## src/csr_settings.svh

```systemverilog
// Architecture settings of the machine-mode CSR unit
// Included by the package and by any module that needs a raw setting

`ifndef CSR_SETTINGS_SVH
`define CSR_SETTINGS_SVH

// Data width of CSRs and integer registers
// Only 32 is supported by the mstatus layout
`define CSR_XLEN 32

// Hart number returned by mhartid
`define CSR_MHART_ID 0

// Extension flags reported in misa
// Each one is 0 or 1
`define CSR_M_EXT 1
`define CSR_F_EXT 0
// Reduced register file base ISA
`define CSR_RV32E 0

// Flops per interrupt line synchronizer
`define CSR_SYNC_DEPTH 2

`endif

```

## src/csr_pkg.sv

```systemverilog
// Shared types, CSR addresses and field positions of the CSR unit
// Imported by the sequencer, the register storage and the top level

`include "csr_settings.svh"

package csr_pkg;

    // Field widths
    localparam int FUNCT3_W   = 3;
    localparam int REG_ADDR_W = 5;
    localparam int CSR_ADDR_W = 12;

    typedef logic [`CSR_XLEN-1:0] xlen_t;
    // Also carries the zimm immediate
    typedef logic [REG_ADDR_W-1:0] reg_addr_t;

    // Implemented machine CSRs
    typedef enum logic [CSR_ADDR_W-1:0] {
        MSTATUS  = 12'h300,
        MISA     = 12'h301,
        MIE      = 12'h304,
        MTVEC    = 12'h305,
        MSCRATCH = 12'h340,
        MEPC     = 12'h341,
        MCAUSE   = 12'h342,
        MTVAL    = 12'h343,
        MIP      = 12'h344,
        MHARTID  = 12'hF14
    } csr_addr_e;

    // Zicsr funct3 encodings
    typedef enum logic [FUNCT3_W-1:0] {
        CSRRW  = 3'd1,
        CSRRS  = 3'd2,
        CSRRC  = 3'd3,
        CSRRWI = 3'd5,
        CSRRSI = 3'd6,
        CSRRCI = 3'd7
    } csr_op_e;

    typedef enum logic [1:0] {
        IDLE,
        COMPUTE,
        STORE
    } csr_state_e;

    // mstatus / mie / mip bit positions
    localparam int MSTATUS_MIE_BIT = 3;
    localparam int MIP_MSI_BIT     = 3;
    localparam int MIP_MTI_BIT     = 7;
    localparam int MIP_MEI_BIT     = 11;

    // WPRI fields 30:23, 10:9, 6 and 2 read as zero
    localparam xlen_t MSTATUS_WMASK = 32'h807F_F9BB;

    // Instruction field LSBs
    localparam int RD_POS     = 7;
    localparam int FUNCT3_POS = 12;
    localparam int RS1_POS    = 15;
    localparam int CSR_POS    = 20;

    // misa built from the extension flags with MXL=1 for 32 bits
    function automatic xlen_t misa_value();
        xlen_t value;
        value        = '0;
        value[31:30] = 2'b01;
        value[4]     = (`CSR_RV32E != 0);
        value[5]     = (`CSR_F_EXT != 0);
        value[8]     = (`CSR_RV32E == 0);
        value[12]    = (`CSR_M_EXT != 0);
        return value;
    endfunction

endpackage

```

## src/csr_exec_fsm.sv

```systemverilog
// Zicsr instruction sequencer of the CSR unit
// Accepts one instruction, reads the old CSR value, writes rd and the new CSR value

`timescale 1ns/10ps

module csr_exec_fsm (
    input  logic                aclk,
    input  logic                aresetn,
    // Instruction handshake
    input  logic                valid,
    output logic                ready,
    input  csr_pkg::xlen_t      instbus,
    // Register file read
    output csr_pkg::reg_addr_t  rs1_addr,
    input  csr_pkg::xlen_t      rs1_val,
    // Register file write
    output logic                rd_wr_en,
    output csr_pkg::reg_addr_t  rd_wr_addr,
    output csr_pkg::xlen_t      rd_wr_val,
    // CSR storage read port
    output logic                csr_rd_en,
    output csr_pkg::csr_addr_e  csr_rd_addr,
    input  csr_pkg::xlen_t      csr_rd_data,
    // CSR storage write port
    output logic                csr_wr_en,
    output csr_pkg::csr_addr_e  csr_wr_addr,
    output csr_pkg::xlen_t      csr_wr_data
);

    import csr_pkg::*;

    csr_state_e state;
    logic       accept;

    // Latched instruction fields
    csr_op_e    funct3_r;
    // rs1 index and zimm share bits 19:15
    reg_addr_t  src_idx_r;
    xlen_t      rs1_val_r;

    // Operation result
    xlen_t      src_val;
    xlen_t      new_val;
    logic       wr_apply;

    //////////////////////////////////////////////////
    // Instruction decode
    //////////////////////////////////////////////////

    // Register file answers rs1 in the same cycle
    assign rs1_addr    = instbus[RS1_POS +: REG_ADDR_W];
    assign csr_rd_addr = csr_addr_e'(instbus[CSR_POS +: CSR_ADDR_W]);

    // Handshake on IDLE only
    assign accept    = (state == IDLE) && valid && ready;
    // Storage samples the old value on the accepting edge
    assign csr_rd_en = accept;

    //////////////////////////////////////////////////
    // New value
    //////////////////////////////////////////////////

    // Immediate forms have funct3[2] set
    assign src_val = funct3_r[2] ? xlen_t'(src_idx_r) : rs1_val_r;

    always_comb begin
        new_val  = csr_rd_data;
        wr_apply = 1'b0;
        case (funct3_r)
            // Swap always writes
            CSRRW, CSRRWI: begin
                new_val  = src_val;
                wr_apply = 1'b1;
            end
            // x0 or zimm of zero means read only
            CSRRS, CSRRSI: begin
                new_val  = csr_rd_data | src_val;
                wr_apply = (src_idx_r != '0);
            end
            CSRRC, CSRRCI: begin
                new_val  = csr_rd_data & ~src_val;
                wr_apply = (src_idx_r != '0);
            end
            // Reserved funct3 leaves the CSR alone
            default: begin
                new_val  = csr_rd_data;
                wr_apply = 1'b0;
            end
        endcase
    end

    //////////////////////////////////////////////////
    // Sequencer
    //////////////////////////////////////////////////

    always_ff @(posedge aclk or negedge aresetn) begin
        if (!aresetn) begin
            state     <= IDLE;
            ready     <= 1'b0;
            rd_wr_en  <= 1'b0;
            csr_wr_en <= 1'b0;
        end else begin
            // Write strobes are single pulses
            rd_wr_en  <= 1'b0;
            csr_wr_en <= 1'b0;
            case (state)
                IDLE: begin
                    ready <= 1'b1;
                    if (accept) begin
                        ready <= 1'b0;
                        state <= COMPUTE;
                    end
                end
                // Old value is in csr_rd_data here
                COMPUTE: begin
                    rd_wr_en  <= 1'b1;
                    csr_wr_en <= wr_apply;
                    state     <= STORE;
                end
                // CSR commits on this edge
                STORE: begin
                    ready <= 1'b1;
                    state <= IDLE;
                end
                default: begin
                    state <= IDLE;
                end
            endcase
        end
    end

    // Operand and result registers
    always_ff @(posedge aclk) begin
        if (accept) begin
            funct3_r    <= csr_op_e'(instbus[FUNCT3_POS +: FUNCT3_W]);
            src_idx_r   <= rs1_addr;
            rs1_val_r   <= rs1_val;
            rd_wr_addr  <= instbus[RD_POS +: REG_ADDR_W];
            csr_wr_addr <= csr_rd_addr;
        end
        if (state == COMPUTE) begin
            // rd always gets the old value
            rd_wr_val   <= csr_rd_data;
            csr_wr_data <= new_val;
        end
    end

endmodule

```

## src/csr_machine_regs.sv

```systemverilog
// Machine-mode CSR storage with trap writes, interrupt pending logic and read port
// Driven by the sequencer read and write ports and by the trap controller

`timescale 1ns/10ps

`include "csr_settings.svh"

module csr_machine_regs (
    input  logic                aclk,
    input  logic                aresetn,
    // Asynchronous interrupt levels
    input  logic                ext_irq,
    input  logic                timer_irq,
    input  logic                sw_irq,
    // Sequencer read port
    input  logic                csr_rd_en,
    input  csr_pkg::csr_addr_e  csr_rd_addr,
    output csr_pkg::xlen_t      csr_rd_data,
    // Sequencer write port
    input  logic                csr_wr_en,
    input  csr_pkg::csr_addr_e  csr_wr_addr,
    input  csr_pkg::xlen_t      csr_wr_data,
    // Trap controller writes
    input  logic                ctrl_mepc_wr,
    input  csr_pkg::xlen_t      ctrl_mepc,
    input  logic                ctrl_mstatus_wr,
    input  csr_pkg::xlen_t      ctrl_mstatus,
    input  logic                ctrl_mcause_wr,
    input  csr_pkg::xlen_t      ctrl_mcause,
    input  logic                ctrl_mtval_wr,
    input  csr_pkg::xlen_t      ctrl_mtval,
    // Shared CSR signals
    output csr_pkg::xlen_t      mtvec,
    output csr_pkg::xlen_t      mepc,
    output csr_pkg::xlen_t      mstatus,
    output logic                meip,
    output logic                mtip,
    output logic                msip
);

    import csr_pkg::*;

    // Read-only values
    localparam xlen_t MISA_VAL    = misa_value();
    localparam xlen_t MHARTID_VAL = xlen_t'(`CSR_MHART_ID);
    // IALIGN=32 so mepc[1:0] is zero
    localparam xlen_t MEPC_MASK   = ~xlen_t'(3);

    xlen_t mie;
    xlen_t mscratch;
    xlen_t mcause;
    xlen_t mtval;
    xlen_t mip;

    // Per-register instruction write enables
    logic  wr_mstatus;
    logic  wr_mie;
    logic  wr_mtvec;
    logic  wr_mscratch;
    logic  wr_mepc;
    logic  wr_mcause;
    logic  wr_mtval;
    logic  wr_mip;

    // Synchronizer stages holding {ext, timer, sw}
    logic [2:0] irq_sync_q [`CSR_SYNC_DEPTH];
    logic [2:0] irq_sync;
    logic       irq_en;

    //////////////////////////////////////////////////
    // Write address decode
    //////////////////////////////////////////////////

    always_comb begin
        wr_mstatus  = 1'b0;
        wr_mie      = 1'b0;
        wr_mtvec    = 1'b0;
        wr_mscratch = 1'b0;
        wr_mepc     = 1'b0;
        wr_mcause   = 1'b0;
        wr_mtval    = 1'b0;
        wr_mip      = 1'b0;
        if (csr_wr_en) begin
            case (csr_wr_addr)
                MSTATUS:  wr_mstatus  = 1'b1;
                MIE:      wr_mie      = 1'b1;
                MTVEC:    wr_mtvec    = 1'b1;
                MSCRATCH: wr_mscratch = 1'b1;
                MEPC:     wr_mepc     = 1'b1;
                MCAUSE:   wr_mcause   = 1'b1;
                MTVAL:    wr_mtval    = 1'b1;
                MIP:      wr_mip      = 1'b1;
                // misa, mhartid and unknown addresses drop the write
                default: ;
            endcase
        end
    end

    //////////////////////////////////////////////////
    // Writable CSRs
    //////////////////////////////////////////////////

    // Trap controller wins over the instruction
    always_ff @(posedge aclk or negedge aresetn) begin
        if (!aresetn) begin
            mstatus  <= '0;
            mie      <= '0;
            mtvec    <= '0;
            mscratch <= '0;
            mepc     <= '0;
            mcause   <= '0;
            mtval    <= '0;
        end else begin
            if (ctrl_mstatus_wr) begin
                mstatus <= ctrl_mstatus & MSTATUS_WMASK;
            end else if (wr_mstatus) begin
                mstatus <= csr_wr_data & MSTATUS_WMASK;
            end
            if (ctrl_mepc_wr) begin
                mepc <= ctrl_mepc & MEPC_MASK;
            end else if (wr_mepc) begin
                mepc <= csr_wr_data & MEPC_MASK;
            end
            if (ctrl_mcause_wr) begin
                mcause <= ctrl_mcause;
            end else if (wr_mcause) begin
                mcause <= csr_wr_data;
            end
            if (ctrl_mtval_wr) begin
                mtval <= ctrl_mtval;
            end else if (wr_mtval) begin
                mtval <= csr_wr_data;
            end
            // Instruction-only registers
            if (wr_mie) begin
                mie <= csr_wr_data;
            end
            if (wr_mtvec) begin
                mtvec <= csr_wr_data;
            end
            if (wr_mscratch) begin
                mscratch <= csr_wr_data;
            end
        end
    end

    //////////////////////////////////////////////////
    // Interrupt synchronizers and pending bits
    //////////////////////////////////////////////////

    always_ff @(posedge aclk or negedge aresetn) begin
        if (!aresetn) begin
            for (int i = 0; i < `CSR_SYNC_DEPTH; i++) begin
                irq_sync_q[i] <= '0;
            end
        end else begin
            irq_sync_q[0] <= {ext_irq, timer_irq, sw_irq};
            for (int i = 1; i < `CSR_SYNC_DEPTH; i++) begin
                irq_sync_q[i] <= irq_sync_q[i-1];
            end
        end
    end

    assign irq_sync = irq_sync_q[`CSR_SYNC_DEPTH-1];
    // Global machine interrupt enable
    assign irq_en   = mstatus[MSTATUS_MIE_BIT];

    // Lines override instruction writes while any is high
    always_ff @(posedge aclk or negedge aresetn) begin
        if (!aresetn) begin
            mip <= '0;
        end else if (|irq_sync) begin
            mip[MIP_MEI_BIT] <= irq_sync[2] & mie[MIP_MEI_BIT] & irq_en;
            mip[MIP_MTI_BIT] <= irq_sync[1] & mie[MIP_MTI_BIT] & irq_en;
            mip[MIP_MSI_BIT] <= irq_sync[0] & mie[MIP_MSI_BIT] & irq_en;
        end else if (wr_mip) begin
            mip <= csr_wr_data;
        end
    end

    assign meip = mip[MIP_MEI_BIT];
    assign mtip = mip[MIP_MTI_BIT];
    assign msip = mip[MIP_MSI_BIT];

    //////////////////////////////////////////////////
    // Registered read port
    //////////////////////////////////////////////////

    always_ff @(posedge aclk) begin
        if (csr_rd_en) begin
            case (csr_rd_addr)
                MSTATUS:  csr_rd_data <= mstatus;
                MISA:     csr_rd_data <= MISA_VAL;
                MIE:      csr_rd_data <= mie;
                MTVEC:    csr_rd_data <= mtvec;
                MSCRATCH: csr_rd_data <= mscratch;
                MEPC:     csr_rd_data <= mepc;
                MCAUSE:   csr_rd_data <= mcause;
                MTVAL:    csr_rd_data <= mtval;
                MIP:      csr_rd_data <= mip;
                MHARTID:  csr_rd_data <= MHARTID_VAL;
                // Unimplemented CSRs read as zero
                default:  csr_rd_data <= '0;
            endcase
        end
    end

endmodule

```

## src/csr_unit_top.sv

```systemverilog
// Top level of the machine-mode CSR unit
// Joins the instruction sequencer to the CSR storage and exposes the core ports

`timescale 1ns/10ps

module csr_unit_top (
    input  logic                aclk,
    input  logic                aresetn,
    // Interrupt lines
    input  logic                ext_irq,
    input  logic                timer_irq,
    input  logic                sw_irq,
    // Instruction bus
    input  logic                valid,
    output logic                ready,
    input  csr_pkg::xlen_t      instbus,
    // Register file
    output csr_pkg::reg_addr_t  rs1_addr,
    input  csr_pkg::xlen_t      rs1_val,
    output logic                rd_wr_en,
    output csr_pkg::reg_addr_t  rd_wr_addr,
    output csr_pkg::xlen_t      rd_wr_val,
    // Trap controller
    input  logic                ctrl_mepc_wr,
    input  csr_pkg::xlen_t      ctrl_mepc,
    input  logic                ctrl_mstatus_wr,
    input  csr_pkg::xlen_t      ctrl_mstatus,
    input  logic                ctrl_mcause_wr,
    input  csr_pkg::xlen_t      ctrl_mcause,
    input  logic                ctrl_mtval_wr,
    input  csr_pkg::xlen_t      ctrl_mtval,
    // Shared CSR signals
    output csr_pkg::xlen_t      mtvec,
    output csr_pkg::xlen_t      mepc,
    output csr_pkg::xlen_t      mstatus,
    output logic                meip,
    output logic                mtip,
    output logic                msip
);

    import csr_pkg::*;

    // Sequencer to storage
    logic      csr_rd_en;
    csr_addr_e csr_rd_addr;
    xlen_t     csr_rd_data;
    logic      csr_wr_en;
    csr_addr_e csr_wr_addr;
    xlen_t     csr_wr_data;

    csr_exec_fsm u_exec_fsm (
        .aclk        (aclk),
        .aresetn     (aresetn),
        .valid       (valid),
        .ready       (ready),
        .instbus     (instbus),
        .rs1_addr    (rs1_addr),
        .rs1_val     (rs1_val),
        .rd_wr_en    (rd_wr_en),
        .rd_wr_addr  (rd_wr_addr),
        .rd_wr_val   (rd_wr_val),
        .csr_rd_en   (csr_rd_en),
        .csr_rd_addr (csr_rd_addr),
        .csr_rd_data (csr_rd_data),
        .csr_wr_en   (csr_wr_en),
        .csr_wr_addr (csr_wr_addr),
        .csr_wr_data (csr_wr_data)
    );

    csr_machine_regs u_machine_regs (
        .aclk            (aclk),
        .aresetn         (aresetn),
        .ext_irq         (ext_irq),
        .timer_irq       (timer_irq),
        .sw_irq          (sw_irq),
        .csr_rd_en       (csr_rd_en),
        .csr_rd_addr     (csr_rd_addr),
        .csr_rd_data     (csr_rd_data),
        .csr_wr_en       (csr_wr_en),
        .csr_wr_addr     (csr_wr_addr),
        .csr_wr_data     (csr_wr_data),
        .ctrl_mepc_wr    (ctrl_mepc_wr),
        .ctrl_mepc       (ctrl_mepc),
        .ctrl_mstatus_wr (ctrl_mstatus_wr),
        .ctrl_mstatus    (ctrl_mstatus),
        .ctrl_mcause_wr  (ctrl_mcause_wr),
        .ctrl_mcause     (ctrl_mcause),
        .ctrl_mtval_wr   (ctrl_mtval_wr),
        .ctrl_mtval      (ctrl_mtval),
        .mtvec           (mtvec),
        .mepc            (mepc),
        .mstatus         (mstatus),
        .meip            (meip),
        .mtip            (mtip),
        .msip            (msip)
    );

endmodule

```

## config.mk

```make
export PLATFORM = sky130hd
export DESIGN_NAME = csr_unit_top
export DESIGN_NICKNAME = d
export VERILOG_FILES = /design/src/csr_pkg.sv /design/src/csr_exec_fsm.sv /design/src/csr_machine_regs.sv /design/src/csr_unit_top.sv
export VERILOG_INCLUDE_DIRS = /design/src /design/src/src
export SDC_FILE = /design/constraint.sdc
export NUM_CORES = 1
export LEC_CHECK = 0
export BUFFER_PORTS_ARGS = -buffer_cell sky130_fd_sc_hd__buf_2
export CAP_MARGIN = 20
export CORE_AREA = 2 2 192 194
export CTS_BUF_LIST = sky130_fd_sc_hd__clkbuf_4 sky130_fd_sc_hd__clkbuf_8
export DETAILED_ROUTE_END_ITERATION = 8
export DIE_AREA = 0 0 194 196
export GPL_TIMING_DRIVEN = 1
export PLACE_DENSITY = 0.83
export SYNTH_ARGS = -nofsm -noshare
export SYNTH_HDL_FRONTEND = slang
export SYNTH_SLANG_ARGS = --single-unit
```

## constraint.sdc

```tcl
create_clock -name aclk -period 7.6 [get_ports aclk]
set_input_delay 0.76 -clock aclk [delete_from_list [all_inputs] [get_ports aclk]]
set_output_delay 0.76 -clock aclk [all_outputs]
set_load 0.1 [all_outputs]
```

==> summary.txt <==
Global route
  • Largest net degree at the start of global routing: 109
  • Global route overflow: 0
  • Vias in the first global route: 13615
  • First-pass GRT wire length: 82.8 mm
  • Initial antenna violation count: 5
  • Global Route Usage Sum: 0.287

STA
  • RSZ-0062 raised after global routing: no
  • Slew @ Worst Pin: 1.00 ns
  • F_max: 0.327 GHz
  • Fin crit period: 3.06 ns
  • Final TNS setup: 0 ns
  • Max-slew headroom: 0.332
  • Final Hold Viols: 0
  • Setup Skew: 0.0303 ns
  • Final Max Slew Viols: 0
  • Hold slack: 0.221 ns
  • Endpoints failing setup: 0
  • Tcrit/Tclk final: 0.402

CTS
  • Hold Buf Count CTS: 0
  • Post-CTS Setup Bufs: 0
  • CTS sink cnt: 406
  • Worst-path clk slew: 0.06 ns
  • Worst skew pair latency: 0.61 ns
  • CTS Buf Count: 70
  • Clock Tree Root: clkbuf_8
  • # H-tree levels: 3
  • Clock buffer depth: 3
  • Post-cts resize count: 0
  • CTS tree: built

Synth
  • Biggest area consumer among synthesized cells: dfrtp_1
  • Post-synthesis async set-or-reset flop share: 0.623
  • Count of unique library cells instantiated by Yosys: 58
  • Gate Count Post-Synth: 1387
  • Cell Area, Synth: 18600 um^2
  • Synth top area cells: dfrtp_1, edfxtp_1, mux2_2
  • Most common cell in the synthesized netlist: dfrtp_1
  • Register bit total from synthesis: 406
  • Post-synth EDFFs: 153
  • Syn_area_per_cell: 13.4 um^2
  • Top-area cell type share of the netlist area: 0.341
  • Share of the yosys chip area belonging to registers: 0.589
  • Post-synth top cells: dfrtp_1, edfxtp_1, mux2_2
  • Synth warnings: 0
  • Ys flop type: dfrtp_1

Power and ir drop
  • Sequential power share: 0.460
  • Switching part of the total: 0.356
  • Combinational share of power: 0.228
  • Pint: 4.12 mW
  • Clock power frac: 0.312
  • Overall power: 6.40 mW
  • Leakage power: 9.79 nW
  • P_sw: 2.28 mW
  • Worst ir drop on vdd: 0.349 mV
  • Pwr per Cell Area: 294 nW/um^2

Cells and area
  • Total Nets Final: 1884
  • Fin util: 0.603
  • Area Growth Syn to Fin: 17.3%
  • Share of layout cells above drive strength 1: 0.367

Die
  • IO Pins: 345
  • Initial Util: 0.514
  • FP Rows: 70
  • Core box area: 36100 um^2
  • DIE AREA: 38000 um^2
  • Die Y: 196 um
  • Chip width: 194 um

Setup path
  • Max incr delay on CP: 0.90 ns
  • Arrival time at the worst endpoint: 3.53 ns
  • CP Capture Type: register
  • Setup CP Type: reg -> reg
  • Slowest CP cell: nand3_1
  • R2R cell count: 4
  • Worst endpoint required time: 8.07 ns
  • FF-to-FF Start: u_exec_fsm.csr_wr_addr[10]$_DFFE_PP_
  • CP Cell Sequence: nor4bb_1, nand3_1, buf_4, mux2_2
  • CP max FO: 18
  • Worst setup SP type: register
  • Reg-to-reg slack, setup: 4.54 ns
  • R2r endpoint: u_machine_regs.mie[27]$_DFFE_PN0P_

Route
  • Iteration-0 DRC Markers: 1473
  • DRC: 0
  • Routed len/inst: 24.8 um
  • Detailed-route via count: 13577
  • Drt total wl: 54.7 mm
  • ANT nets after route: 0
  • Vias per cell: 6.15
  • TritonRoute pass-1 iters: 7

Place
  • IO Port Bufs: 309
  • Final weighted congestion in routability-driven placement: 0.903
  • Dpl hpwl: 36.4 mm

Flow run
  • Max cap viols: 0

Min path
  • Hold Crit Class: in -> async

Run status
  • Status: finished, final reports clean
[cells in the final DEF, fill, tap and decap left out, types with 4 or more instances in the layout]
cell type and n:
conb_1 14, diode_2 5, mux2_4 10, clkbuf_4 37, buf_2 307, o211ai_1 6, nor2_1 13, a221o_1 82
edfxtp_1 153, mux2i_1 69, o21ai_0 51, clkinv_1 4, a21oi_1 72, nor2b_1 95, mux2_2 132, buf_4 24
nor3b_1 66, a22oi_1 11, dfrtp_1 253, and3_1 4, nor3_1 16, xnor2_1 32, o221ai_1 5, nand4_1 4
inv_1 8, o21ai_1 6, mux4_2 26, nand3_1 22, clkbuf_8 78, a32oi_1 8, nand2_1 71
[logic make-up after synthesis]
group / count (synthesis) / synth area share
other: 1 / 0.000202
AND/OR/NAND/NOR: 328 / 0.108
buffers and inverters: 130 / 0.0332
flip-flops: 406 / 0.589
AO/OA/AOI/OAI: 253 / 0.0980
XOR/XNOR: 32 / 0.0151
multiplexers: 237 / 0.157
[layer usage]
layer  wire (um)  global-route usage
met4        2530               0.143
met5          34                   0
met3        5300              0.0633
met1       22700               0.407
met2       24200               0.421
[state kept, by name (all words and copies together), names as in the netlist, 12 cells and up]
| name | flops |
|---|---|
| u_exec_fsm.csr_wr_addr | 12 |
| u_exec_fsm.csr_wr_data | 32 |
| u_exec_fsm.rd_wr_val | 32 |
| u_exec_fsm.rs1_val_r | 32 |
| u_machine_regs.csr_rd_data | 32 |
| u_machine_regs.mcause | 32 |
| u_machine_regs.mepc | 30 |
| u_machine_regs.mie | 32 |
| u_machine_regs.mip | 32 |
| u_machine_regs.mscratch | 32 |
| u_machine_regs.mstatus | 20 |
| u_machine_regs.mtval | 32 |
| u_machine_regs.mtvec | 32 |
[power groups by stage]
stage	combinational, mW	clock [mW]	sequential [mW]
after floorplan	0.552	0	3.42
after global placement	1.42	0	2.96
after detailed placement	1.45	0	2.97
after CTS	1.46	2.03	2.94
after global routing	1.54	2.13	2.97
final	1.46	2.00	2.95
[worst max path at each step]
| stage | startpoint | end | slack (ns) | depth (start not counted) |
|---|---|---|---|---|
| global placement | instbus[26] | u_machine_regs.csr_rd_data[17]$_DFFE_PP_ | 4.31 | 6 |
| floorplan | u_exec_fsm.ready$_DFFE_PN0P_ | u_exec_fsm.csr_wr_addr[0]$_DFFE_PP_ | 2.51 | 2 |
| global route | u_exec_fsm.csr_wr_addr[10]$_DFFE_PP_ | u_machine_regs.mtvec[28]$_DFFE_PN0P_ | 4.51 | 4 |
| detailed placement | instbus[26] | u_machine_regs.csr_rd_data[17]$_DFFE_PP_ | 4.29 | 6 |
| CTS | u_exec_fsm.csr_wr_addr[10]$_DFFE_PP_ | u_machine_regs.mtvec[28]$_DFFE_PN0P_ | 4.67 | 4 |
| finish | u_exec_fsm.csr_wr_addr[10]$_DFFE_PP_ | u_machine_regs.mie[27]$_DFFE_PN0P_ | 4.54 | 4 |
[metrics by stage]
step	setup WS, ns	std cells	cell area [um^2]
final	4.54	2207	21800
after global placement	4.31	2078	20400
after global routing	4.51	2203	21800
after detailed placement	4.29	2078	20400
after CTS	4.67	2202	21800
after floorplan	2.51	1400	18600
[area by class of cell]
cell class	instances	area, um^2
Clock buffer	115	1350
Tap cell	468	586
Clock inverter	9	45.0
Multi-Input combinational cell	864	7090
Inverter	8	30.0
Timing Repair Buffer	332	1730
Antenna cell	5	12.5
Sequential cell	406	10900
Fill cell	2808	14300
[worst max-delay path: cells and delay by family (launching register included)]
kind                   cells  cell delay [ns]
buffers and inverters      1             0.53
muxes                      1             0.32
and+or+nand+nor            2             1.66
DFF                        1             0.38
(Power assumes the default switching activity.)
